--- src/verilog/decode_pkg.sv ---
package decode_pkg;

    // Wishbone classic, master to slave
    typedef struct packed {
        logic        cyc;
        logic        stb;
        logic        we;
        logic [31:0] adr;
        logic [3:0]  sel;
    } wb_m2s_t;

    // Wishbone classic, slave to master
    typedef struct packed {
        logic [31:0] dat;
        logic        ack;
        logic        err;
    } wb_s2m_t;

    // High bit first, same order as the dispatch excp_num field
    typedef struct packed {
        logic ipe;
        logic ine;
        logic brk;
        logic sys;
        logic fetch_err;
        logic intr;
    } excp_vec_t;

    typedef struct packed {
        logic        valid;
        logic [31:0] pc;
        logic [31:0] instr;
        logic        is_last_in_block;
        logic        fetch_err;
    } instr_buf_t;

    typedef enum logic [3:0] {
        OP_NOP = 4'd0,
        OP_ADD,
        OP_SUB,
        OP_AND,
        OP_OR,
        OP_SLT,
        OP_LU12I,
        OP_CSRRD,
        OP_B,
        OP_BL,
        OP_SYSCALL,
        OP_BREAK
    } alu_op_e;

    // All zero when the sub-decoder misses, so results can be ORed
    typedef struct packed {
        logic        hit;
        alu_op_e     op;
        logic [1:0]  reg_read_valid;
        logic [9:0]  reg_read_addr;
        logic        reg_write_valid;
        logic [4:0]  reg_write_addr;
        logic        use_imm;
        logic [31:0] imm;
        logic        kernel;
        logic        brk;
        logic        sys;
    } sub_dec_t;

    typedef struct packed {
        logic [31:0] pc;
        logic [31:0] instr;
        logic        is_last_in_block;
        excp_vec_t   excp_num;
        logic        excp;
        alu_op_e     op;
        logic [1:0]  reg_read_valid;
        logic [9:0]  reg_read_addr;
        logic        reg_write_valid;
        logic [4:0]  reg_write_addr;
        logic        use_imm;
        logic [31:0] imm;
    } dispatch_t;

    // 3R and trap encodings
    localparam logic [31:0] R3_MASK       = 32'hFFFF_8000;
    localparam logic [31:0] ADD_W_MATCH   = 32'h0010_0000;
    localparam logic [31:0] SUB_W_MATCH   = 32'h0011_0000;
    localparam logic [31:0] SLT_MATCH     = 32'h0012_0000;
    localparam logic [31:0] AND_MATCH     = 32'h0014_8000;
    localparam logic [31:0] OR_MATCH      = 32'h0015_0000;
    localparam logic [31:0] BREAK_MATCH   = 32'h002A_0000;
    localparam logic [31:0] SYSCALL_MATCH = 32'h002B_0000;

    // Immediate formats
    localparam logic [31:0] RI12_MASK     = 32'hFFC0_0000;
    localparam logic [31:0] ADDI_W_MATCH  = 32'h0280_0000;
    localparam logic [31:0] ANDI_MATCH    = 32'h0340_0000;
    localparam logic [31:0] CSRRD_MASK    = 32'hFF00_03E0;
    localparam logic [31:0] CSRRD_MATCH   = 32'h0400_0000;
    localparam logic [31:0] LU12I_MASK    = 32'hFE00_0000;
    localparam logic [31:0] LU12I_MATCH   = 32'h1400_0000;
    localparam logic [31:0] I26_MASK      = 32'hFC00_0000;
    localparam logic [31:0] B_MATCH       = 32'h5000_0000;
    localparam logic [31:0] BL_MATCH      = 32'h5400_0000;

endpackage

--- src/verilog/pc_counter.sv ---
`timescale 1ns/1ps

module pc_counter #(
    parameter int COUNT_W = 8
) (
    input  logic               clk,
    input  logic               arst_n_i,
    input  logic               load_i,
    input  logic [31:0]        start_pc_i,
    input  logic [COUNT_W-1:0] count_i,
    input  logic               advance_i,
    output logic [31:0]        pc_o,
    output logic               last_o
);

    logic [COUNT_W-1:0] count_q;
    logic [31:0]        pc_q;

    // Instructions still to be fetched, current one included
    always_ff @(posedge clk or negedge arst_n_i) begin
        if (!arst_n_i) begin
            count_q <= '0;
        end else if (load_i) begin
            count_q <= count_i;
        end else if (advance_i) begin
            count_q <= count_q - 1'b1;
        end
    end

    always_ff @(posedge clk) begin
        if (load_i) begin
            pc_q <= start_pc_i;
        end else if (advance_i) begin
            pc_q <= pc_q + 32'd4;
        end
    end

    assign pc_o   = pc_q;
    assign last_o = (count_q == COUNT_W'(1));

    // Sequencer must stop after the last instruction of a run
    a_no_advance_past_end: assert property (
        @(posedge clk) disable iff (!arst_n_i) advance_i |-> (count_q != '0)
    );

endmodule

--- src/verilog/fetch_fsm.sv ---
`timescale 1ns/1ps

module fetch_fsm (
    input  logic                   clk,
    input  logic                   arst_n_i,
    input  logic                   start_i,
    input  logic [31:0]            pc_i,
    input  logic                   last_i,
    output decode_pkg::wb_m2s_t    wb_o,
    input  decode_pkg::wb_s2m_t    wb_i,
    input  logic                   dispatch_ready_i,
    output logic                   load_o,
    output logic                   advance_o,
    output decode_pkg::instr_buf_t buf_o,
    output logic                   busy_o
);

    typedef enum logic [1:0] {
        IDLE,
        REQ,
        HOLD
    } state_e;

    state_e      state_q;
    state_e      state_d;
    logic        bus_done;
    logic        xfer;
    logic [31:0] buf_pc_q;
    logic [31:0] buf_instr_q;
    logic        buf_last_q;
    logic        buf_err_q;

    assign bus_done  = (state_q == REQ) && (wb_i.ack || wb_i.err);
    assign xfer      = (state_q == HOLD) && dispatch_ready_i;
    assign load_o    = (state_q == IDLE) && start_i;
    assign advance_o = xfer;
    assign busy_o    = (state_q != IDLE);

    always_comb begin
        state_d = state_q;
        case (state_q)
            IDLE: begin
                if (start_i) begin
                    state_d = REQ;
                end
            end
            REQ: begin
                if (bus_done) begin
                    state_d = HOLD;
                end
            end
            HOLD: begin
                // Stop after the last word, else fetch the next one right away
                if (xfer) begin
                    state_d = buf_last_q ? IDLE : REQ;
                end
            end
            default: state_d = IDLE;
        endcase
    end

    always_ff @(posedge clk or negedge arst_n_i) begin
        if (!arst_n_i) begin
            state_q <= IDLE;
        end else begin
            state_q <= state_d;
        end
    end

    // Single read, held until ack or err
    always_comb begin
        wb_o     = '0;
        wb_o.cyc = (state_q == REQ);
        wb_o.stb = (state_q == REQ);
        wb_o.we  = 1'b0;
        wb_o.adr = pc_i;
        wb_o.sel = 4'hF;
    end

    // Error response loads word zero and flags the fetch
    always_ff @(posedge clk) begin
        if (bus_done) begin
            buf_pc_q    <= pc_i;
            buf_instr_q <= wb_i.err ? 32'h0 : wb_i.dat;
            buf_last_q  <= last_i;
            buf_err_q   <= wb_i.err;
        end
    end

    assign buf_o.valid            = (state_q == HOLD);
    assign buf_o.pc               = buf_pc_q;
    assign buf_o.instr            = buf_instr_q;
    assign buf_o.is_last_in_block = buf_last_q;
    assign buf_o.fetch_err        = buf_err_q;

    a_stb_with_cyc: assert property (
        @(posedge clk) disable iff (!arst_n_i) wb_o.stb |-> wb_o.cyc
    );

    // Request holds until the slave answers
    a_req_held: assert property (
        @(posedge clk) disable iff (!arst_n_i)
        wb_o.stb && !(wb_i.ack || wb_i.err) |=> wb_o.stb && $stable(wb_o.adr)
    );

    a_buf_stable: assert property (
        @(posedge clk) disable iff (!arst_n_i)
        buf_o.valid && !dispatch_ready_i |=> $stable(buf_o)
    );

endmodule

--- src/verilog/decoder_reg_fmt.sv ---
`timescale 1ns/1ps

module decoder_reg_fmt (
    input  logic [31:0]          instr_i,
    output decode_pkg::sub_dec_t result_o
);

    logic [4:0]          rd;
    logic [4:0]          rj;
    logic [4:0]          rk;
    logic [31:0]         masked;
    logic                is_3r;
    decode_pkg::alu_op_e op;

    assign rd     = instr_i[4:0];
    assign rj     = instr_i[9:5];
    assign rk     = instr_i[14:10];
    assign masked = instr_i & decode_pkg::R3_MASK;

    // All members share one mask, the opcode comes from the pattern
    always_comb begin
        is_3r = 1'b1;
        op    = decode_pkg::OP_NOP;
        case (masked)
            decode_pkg::ADD_W_MATCH: op = decode_pkg::OP_ADD;
            decode_pkg::SUB_W_MATCH: op = decode_pkg::OP_SUB;
            decode_pkg::AND_MATCH:   op = decode_pkg::OP_AND;
            decode_pkg::OR_MATCH:    op = decode_pkg::OP_OR;
            decode_pkg::SLT_MATCH:   op = decode_pkg::OP_SLT;
            default: begin
                is_3r = 1'b0;
            end
        endcase
    end

    always_comb begin
        result_o = '0;
        if (is_3r) begin
            result_o.hit             = 1'b1;
            result_o.op              = op;
            result_o.reg_read_valid  = 2'b11;
            result_o.reg_read_addr   = {rk, rj};
            result_o.reg_write_valid = 1'b1;
            result_o.reg_write_addr  = rd;
        end else if (masked == decode_pkg::SYSCALL_MATCH) begin
            // Code field stays in instr for the handler
            result_o.hit = 1'b1;
            result_o.op  = decode_pkg::OP_SYSCALL;
            result_o.sys = 1'b1;
        end else if (masked == decode_pkg::BREAK_MATCH) begin
            result_o.hit = 1'b1;
            result_o.op  = decode_pkg::OP_BREAK;
            result_o.brk = 1'b1;
        end
    end

endmodule

--- src/verilog/decoder_imm_fmt.sv ---
`timescale 1ns/1ps

module decoder_imm_fmt (
    input  logic [31:0]          instr_i,
    output decode_pkg::sub_dec_t result_o
);

    logic [4:0]  rd;
    logic [4:0]  rj;
    logic [31:0] si12_ext;
    logic [31:0] ui12_ext;
    logic [31:0] csr_num;
    logic [31:0] si20_shl;
    logic [31:0] offs26_ext;

    assign rd = instr_i[4:0];
    assign rj = instr_i[9:5];

    // Immediate extensions
    assign si12_ext   = {{20{instr_i[21]}}, instr_i[21:10]};
    assign ui12_ext   = {20'h0, instr_i[21:10]};
    assign csr_num    = {18'h0, instr_i[23:10]};
    assign si20_shl   = {instr_i[24:5], 12'h0};
    // offs26 is split, high part sits in bits 9:0
    assign offs26_ext = {{4{instr_i[9]}}, instr_i[9:0], instr_i[25:10], 2'b00};

    always_comb begin
        result_o = '0;
        if ((instr_i & decode_pkg::RI12_MASK) == decode_pkg::ADDI_W_MATCH) begin
            result_o.hit             = 1'b1;
            result_o.op              = decode_pkg::OP_ADD;
            result_o.reg_read_valid  = 2'b01;
            result_o.reg_read_addr   = {5'd0, rj};
            result_o.reg_write_valid = 1'b1;
            result_o.reg_write_addr  = rd;
            result_o.use_imm         = 1'b1;
            result_o.imm             = si12_ext;
        end else if ((instr_i & decode_pkg::RI12_MASK) == decode_pkg::ANDI_MATCH) begin
            result_o.hit             = 1'b1;
            result_o.op              = decode_pkg::OP_AND;
            result_o.reg_read_valid  = 2'b01;
            result_o.reg_read_addr   = {5'd0, rj};
            result_o.reg_write_valid = 1'b1;
            result_o.reg_write_addr  = rd;
            result_o.use_imm         = 1'b1;
            result_o.imm             = ui12_ext;
        end else if ((instr_i & decode_pkg::CSRRD_MASK) == decode_pkg::CSRRD_MATCH) begin
            // Privileged, the CSR number rides in imm
            result_o.hit             = 1'b1;
            result_o.op              = decode_pkg::OP_CSRRD;
            result_o.reg_write_valid = 1'b1;
            result_o.reg_write_addr  = rd;
            result_o.use_imm         = 1'b1;
            result_o.imm             = csr_num;
            result_o.kernel          = 1'b1;
        end else if ((instr_i & decode_pkg::LU12I_MASK) == decode_pkg::LU12I_MATCH) begin
            result_o.hit             = 1'b1;
            result_o.op              = decode_pkg::OP_LU12I;
            result_o.reg_write_valid = 1'b1;
            result_o.reg_write_addr  = rd;
            result_o.use_imm         = 1'b1;
            result_o.imm             = si20_shl;
        end else if ((instr_i & decode_pkg::I26_MASK) == decode_pkg::B_MATCH) begin
            result_o.hit     = 1'b1;
            result_o.op      = decode_pkg::OP_B;
            result_o.use_imm = 1'b1;
            result_o.imm     = offs26_ext;
        end else if ((instr_i & decode_pkg::I26_MASK) == decode_pkg::BL_MATCH) begin
            // Link register is r1
            result_o.hit             = 1'b1;
            result_o.op              = decode_pkg::OP_BL;
            result_o.reg_write_valid = 1'b1;
            result_o.reg_write_addr  = 5'd1;
            result_o.use_imm         = 1'b1;
            result_o.imm             = offs26_ext;
        end
    end

endmodule

--- src/verilog/id.sv ---
`timescale 1ns/1ps

module id (
    input  decode_pkg::instr_buf_t buf_i,
    input  logic                   has_int_i,
    input  logic [1:0]             csr_plv_i,
    output decode_pkg::dispatch_t  dispatch_o
);

    logic [31:0]           instr;
    logic                  excp_nop;
    decode_pkg::sub_dec_t  reg_res;
    decode_pkg::sub_dec_t  imm_res;
    decode_pkg::sub_dec_t  dec;
    decode_pkg::excp_vec_t excp_num;

    // Empty buffer decodes as word zero, which matches nothing
    assign instr = buf_i.valid ? buf_i.instr : 32'h0;

    decoder_reg_fmt u_decoder_reg_fmt (
        .instr_i  (instr),
        .result_o (reg_res)
    );

    decoder_imm_fmt u_decoder_imm_fmt (
        .instr_i  (instr),
        .result_o (imm_res)
    );

    // At most one sub-decoder hits, a miss is all zeros
    assign dec = decode_pkg::sub_dec_t'(reg_res | imm_res);

    assign excp_num.ipe       = dec.kernel && (csr_plv_i == 2'b11);
    // A failed fetch has no real word to call illegal
    assign excp_num.ine       = buf_i.valid && !dec.hit && !buf_i.fetch_err;
    assign excp_num.brk       = dec.brk;
    assign excp_num.sys       = dec.sys;
    assign excp_num.fetch_err = buf_i.valid && buf_i.fetch_err;
    assign excp_num.intr      = buf_i.valid && has_int_i;

    // Faulting instruction still dispatches, but as a NOP
    assign excp_nop = excp_num.ipe | excp_num.ine | excp_num.fetch_err;

    assign dispatch_o.pc               = buf_i.valid ? buf_i.pc : 32'h0;
    assign dispatch_o.instr            = instr;
    assign dispatch_o.is_last_in_block = buf_i.valid && buf_i.is_last_in_block;
    assign dispatch_o.excp_num         = excp_num;
    assign dispatch_o.excp             = |excp_num;

    assign dispatch_o.op              = excp_nop ? decode_pkg::OP_NOP : dec.op;
    assign dispatch_o.reg_read_valid  = excp_nop ? 2'b00 : dec.reg_read_valid;
    assign dispatch_o.reg_read_addr   = excp_nop ? 10'h0 : dec.reg_read_addr;
    assign dispatch_o.reg_write_valid = excp_nop ? 1'b0 : dec.reg_write_valid;
    assign dispatch_o.reg_write_addr  = excp_nop ? 5'h0 : dec.reg_write_addr;
    assign dispatch_o.use_imm         = excp_nop ? 1'b0 : dec.use_imm;
    assign dispatch_o.imm             = excp_nop ? 32'h0 : dec.imm;

    // Encodings of the two formats must not overlap
    a_single_hit: assert final (!(reg_res.hit && imm_res.hit))
        else $error("both sub-decoders hit on %h", instr);

endmodule

--- src/verilog/decode_top.sv ---
`timescale 1ns/1ps

module decode_top #(
    parameter int COUNT_W = 8
) (
    input  logic                  clk,
    input  logic                  arst_n_i,
    input  logic                  start_i,
    input  logic [31:0]           start_pc_i,
    input  logic [COUNT_W-1:0]    count_i,
    output decode_pkg::wb_m2s_t   wb_o,
    input  decode_pkg::wb_s2m_t   wb_i,
    input  logic                  has_int_i,
    input  logic [1:0]            csr_plv_i,
    input  logic                  dispatch_ready_i,
    output logic                  dispatch_valid_o,
    output decode_pkg::dispatch_t dispatch_o,
    output logic                  busy_o
);

    logic                   load;
    logic                   advance;
    logic                   last;
    logic [31:0]            pc;
    decode_pkg::instr_buf_t ibuf;

    pc_counter #(
        .COUNT_W (COUNT_W)
    ) u_pc_counter (
        .clk        (clk),
        .arst_n_i   (arst_n_i),
        .load_i     (load),
        .start_pc_i (start_pc_i),
        .count_i    (count_i),
        .advance_i  (advance),
        .pc_o       (pc),
        .last_o     (last)
    );

    fetch_fsm u_fetch_fsm (
        .clk              (clk),
        .arst_n_i         (arst_n_i),
        .start_i          (start_i),
        .pc_i             (pc),
        .last_i           (last),
        .wb_o             (wb_o),
        .wb_i             (wb_i),
        .dispatch_ready_i (dispatch_ready_i),
        .load_o           (load),
        .advance_o        (advance),
        .buf_o            (ibuf),
        .busy_o           (busy_o)
    );

    id u_id (
        .buf_i      (ibuf),
        .has_int_i  (has_int_i),
        .csr_plv_i  (csr_plv_i),
        .dispatch_o (dispatch_o)
    );

    assign dispatch_valid_o = ibuf.valid;

endmodule

--- config.mk ---
export PLATFORM = sky130hd
export DESIGN_NAME = decode_top
export DESIGN_NICKNAME = d
export VERILOG_FILES = /design/src/verilog/decode_pkg.sv /design/src/verilog/pc_counter.sv /design/src/verilog/fetch_fsm.sv /design/src/verilog/decoder_reg_fmt.sv /design/src/verilog/decoder_imm_fmt.sv /design/src/verilog/id.sv /design/src/verilog/decode_top.sv
export SDC_FILE = /design/constraint.sdc
export NUM_CORES = 1
export LEC_CHECK = 0
export ABC_AREA = 1
export BUFFER_PORTS_ARGS = -buffer_cell sky130_fd_sc_hd__buf_2
export CAP_MARGIN = 20
export CORE_ASPECT_RATIO = 1.1
export CORE_MARGIN = 2
export CORE_UTILIZATION = 45
export DETAILED_ROUTE_END_ITERATION = 10
export GPL_TIMING_DRIVEN = 0
export HOLD_SLACK_MARGIN = 0.08
export PLACE_DENSITY = 0.74
export SLEW_MARGIN = 15
export SYNTH_ARGS = -nofsm -noshare
export SYNTH_HDL_FRONTEND = slang
export SYNTH_SLANG_ARGS = --single-unit
--- constraint.sdc ---
create_clock -name clk -period 4.5 [get_ports clk]
set_input_delay 0.45 -clock clk [delete_from_list [all_inputs] [get_ports clk]]
set_output_delay 0.45 -clock clk [all_outputs]
set_load 0.005 [all_outputs]
==> results.sh <==
export IMPL_final_cell_area_um2=8700
export IMPL_cts_root_buf="clkbuf_16"
export IMPL_finalNonFillerCells=1355
export IMPL_worst_pin_slew_ns=0.7211
export IMPL_placed_cell_area_um2=8414
export IMPL_ant_nets=0
export IMPL_critPathTopFamily="simple AND/OR/NAND/NOR gates"
export IMPL_p_sw_w=0.001933
export IMPL_clockBufferDepth=2
export IMPL_post_cts_buffers=0
export IMPL_powerDensity_nw_per_um2=530.0
export IMPL_vias=6912
export IMPL_skew_ns=0.009578
export IMPL_cts_tree="yes"
export IMPL_cap_violations=0
export IMPL_nNetsFinal=1238
export IMPL_io_buffers=243
export IMPL_crit_chain="inv_2 > buf_6 > nand3_1 > nor3_1 > nand3_1 > nand2_1 > nand2_1 > nand3_2 > inv_2 > nand2_8 > nand2_8 > buf_6 > a21oi_2 > buf_2"
export IMPL_fin_crit_ns=3.319
export IMPL_nFillCells=1439
export IMPL_wirelength_um=21390
export IMPL_multi_input_area_um2=2887
export IMPL_min_path_type="in2reg"
export IMPL_critical_path_buf_inv_count=5
export IMPL_initial_core_util=0.4573
export IMPL_globalplace_congestion=0.9491
export IMPL_start_kind="register"
export IMPL_yosys_register_bits=108
export IMPL_dp_cells=1338
export IMPL_io_pins=249
export IMPL_rsz0062_at_grt="false"
export IMPL_finalSetupViolCount=0
export IMPL_path_max_fanout=10
export IMPL_syn_to_final_growth_pct=26.86
export IMPL_viasPerCell=5.101
export IMPL_first_global_vias=6699
export IMPL_cts_buffers=9
export IMPL_die_w_um=121.7
export IMPL_clock_fmax_mhz=301.3
export IMPL_dr_pass1_iters=5
export IMPL_grt_usage=0.2613
export IMPL_finalHoldViolations=0
export IMPL_wl_per_cell_um=15.78
export IMPL_ctsHtreeMaxLevel=3
export IMPL_dp_hpwl_um=17020
export IMPL_internal_power_w=0.002678
export IMPL_synth_edff_count=98
export IMPL_ys_types=44
export IMPL_dieArea_um2=16240
export IMPL_clock_power_share=0.163
export IMPL_ys_warn_count=0
export IMPL_leakagePower_nw=4.533
export IMPL_cts_sinks=108
export IMPL_fp_dieH_um=133.5
export IMPL_grt_pass1_wl_um=33220
export IMPL_p_seq_frac=0.408
export IMPL_core_um2=15000
export IMPL_grt_max_degree=30
export IMPL_num_antenna_cells=0
export IMPL_critPathSlowestCell="dfrtp_1"
export IMPL_row_count=47
export IMPL_netlist_instances=893
export IMPL_power_share_switching=0.4192
export IMPL_antenna_found_initial=0
export IMPL_peakVddDrop_uv=312.7
export IMPL_end_kind="output port"
export IMPL_path_clk_slew_ns=0.08
export IMPL_crit_type="reg2out"
export IMPL_max_slew_margin_rel=0.5193
export IMPL_post_cts_resize_count=0
export IMPL_worstPathRequired_ns=4.05
export IMPL_combPwrFrac=0.429
export IMPL_slew_violations=0
export IMPL_final_core_util=0.5801
export IMPL_outcome="completed"
export IMPL_drtIter0Drc=417
export IMPL_clk_latency_ns=0.34
export IMPL_cp_arrival_ns=2.87
export IMPL_crit_path_max_incr_delay_ns=0.45
export IMPL_synth_area_um2=6858
export IMPL_period_share=0.7376
export IMPL_async_flop_share=0.09259
export IMPL_drive_above_1_share=0.2752
export IMPL_synth_avg_cell_area_um2=7.680
export IMPL_drcViolationCount=0
export IMPL_grt_overflow=0
export IMPL_seqCellArea_um2=3193
export IMPL_synth_seq_area_share=0.4656
export IMPL_synth_flop_cell="edfxtp_1"
[stage by stage]
stage / worst slack, ns / hold slack (ns) / power [W] / TNS (ns)
after floorplan: 0.3215 / 0.1544 / 0.003037 / 0
after global placement: -1.096 / 0.3216 / 0.003802 / -71.94
after detailed placement: 1.614 / 0.3264 / 0.003871 / 0
after CTS: 1.226 / 0.2869 / 0.004628 / 0
after global routing: 1.058 / 0.2946 / 0.004933 / 0
final: 1.181 / 0.3018 / 0.004611 / 0
[synth_stat cells, types with 2 or more instances]
cell type  count  share of area
a21oi_2        7         0.0089
nor4_1         2         0.0018
nor3_1        17          0.012
nor2_4         5         0.0082
nand3_1       46          0.034
inv_1        145          0.079
conb_1         2         0.0011
nor2_1       196           0.11
a31oi_1        3         0.0027
buf_6          7          0.011
inv_2          6         0.0033
o211ai_1       3         0.0033
o21ai_2        2         0.0026
xnor2_1       10          0.013
buf_4          7         0.0077
o21ai_0       44          0.032
nor2_2         5         0.0046
nand3_2        6         0.0088
a22oi_1       10          0.011
o21ai_1        6         0.0044
a21oi_1       26          0.019
clkbuf_1      17         0.0093
buf_2          4         0.0029
nor3b_1        2         0.0022
buf_1          4         0.0022
dfrtp_1       10          0.036
nand4_1       12          0.011
xor2_1        10          0.013
ha_1           3         0.0055
nand2_8        2         0.0058
o31ai_1        2         0.0022
o22ai_1        5         0.0046
nand2_1      159          0.087
edfxtp_1      98           0.43
[worst paths after layout]
path                                                       end  depth (start not counted)                                from  slack, ns
max in group asynchronous  u_pc_counter.count_q[4]$_DFFE_PN0P_                          2                            arst_n_i       3.81
min                            u_fetch_fsm.buf_err_q$_DFFE_PP_                          1                             wb_i[0]       0.30
min reg2reg                  u_fetch_fsm.buf_pc_q[0]$_DFFE_PP_                          0      u_pc_counter.pc_o[0]$_DFFE_PP_       0.45
max                                             dispatch_o[51]                         14  u_fetch_fsm.state_q[0]$_DFFE_PN0P_       1.18
max reg2reg                     u_pc_counter.pc_o[1]$_DFFE_PP_                          7  u_fetch_fsm.state_q[1]$_DFFE_PN0P_       2.11
min in group asynchronous  u_pc_counter.count_q[7]$_DFFE_PN0P_                          2                            arst_n_i       0.49
[power groups by stage]
stage               Sequential, W  Combinational [W]  Clock (W)
CTS                       0.00188            0.00199   0.000767
global placement          0.00192            0.00188          0
detailed placement        0.00189            0.00198          0
floorplan                 0.00184            0.00119          0
finish                    0.00188            0.00198   0.000752
global route              0.00193            0.00221   0.000797
[registers in the layout, indices dropped and copies added, names as in the netlist]
signal and count:
u_fetch_fsm.buf_pc_q 32, u_fetch_fsm.buf_instr_q 32, u_fetch_fsm.buf_last_q 1, u_pc_counter.count_q 8
u_fetch_fsm.state_q 2, u_fetch_fsm.buf_err_q 1, u_pc_counter.pc_o 32
[metal layers]
metal  global-route usage  wire [um]  vias up  part of all wire
met1               0.3024       8194     3128              0.38
met4               0.1098        749        0             0.035
li1                     -          -     3378                 -
met2               0.4694      10760      351              0.50
met3              0.04966       1683       55             0.079
met5                    0          0        -                 0
[cells by family (layout without fill, tap and decap cells)]
logic type | after synthesis | after routing | synth area share
buffers and inverters | 190 | 453 | 0.1162
other | 2 | 5 | 0.001095
XOR/XNOR | 20 | 20 | 0.02554
flip-flops | 108 | 108 | 0.4656
AND/OR/NAND/NOR | 458 | 458 | 0.2905
adder cells (fa/ha/maj) | 3 | 3 | 0.005474
AO/OA/AOI/OAI | 112 | 112 | 0.09560
[placed cells by master (no fill, tap or decap), types with 3 or more instances in the layout]
master and n:
nand4_1 12, o21ai_0 44, a21oi_1 26, inv_1 145, nor2_2 5, buf_2 247, o21ai_1 6, o22ai_1 5
o211ai_1 3, nand3_1 46, a22oi_1 10, buf_1 4, clkbuf_16 9, conb_1 5, nor2_4 6, nand2_1 159
buf_4 7, nor3_1 17, xnor2_1 10, edfxtp_1 98, inv_2 6, nor2_1 195, buf_6 7, dfrtp_1 10
xor2_1 10, a31oi_1 3, ha_1 3, clkbuf_1 16, a21oi_2 7, nand3_2 6
[cell type report]
type | count | share of cell area
Clock buffer | 9 | 0.02589
Timing Repair Buffer | 247 | 0.1496
Tap cell | 196 | 0.02819
Clock inverter | 7 | 0.005753
Buffer | 39 | 0.02661
Inverter | 151 | 0.06515
Multi-Input combinational cell | 598 | 0.3318
Sequential cell | 108 | 0.3670
[worst reg2reg max path, delay by kind of cell (launching register included)]
family / cells / cell delay (ns)
buffers and inverters: 5 / 1.32
flip-flops: 1 / 0.37
AND/OR/NAND/NOR: 2 / 0.35
[repair_timing]
item / in CTS / in global routing
hold buffers: 1 / 0
endpoints found under the setup margin: 0 / 0
hold endpoints to repair: 10 / 0
No activity file was read; power rests on OpenSTA's default activity.
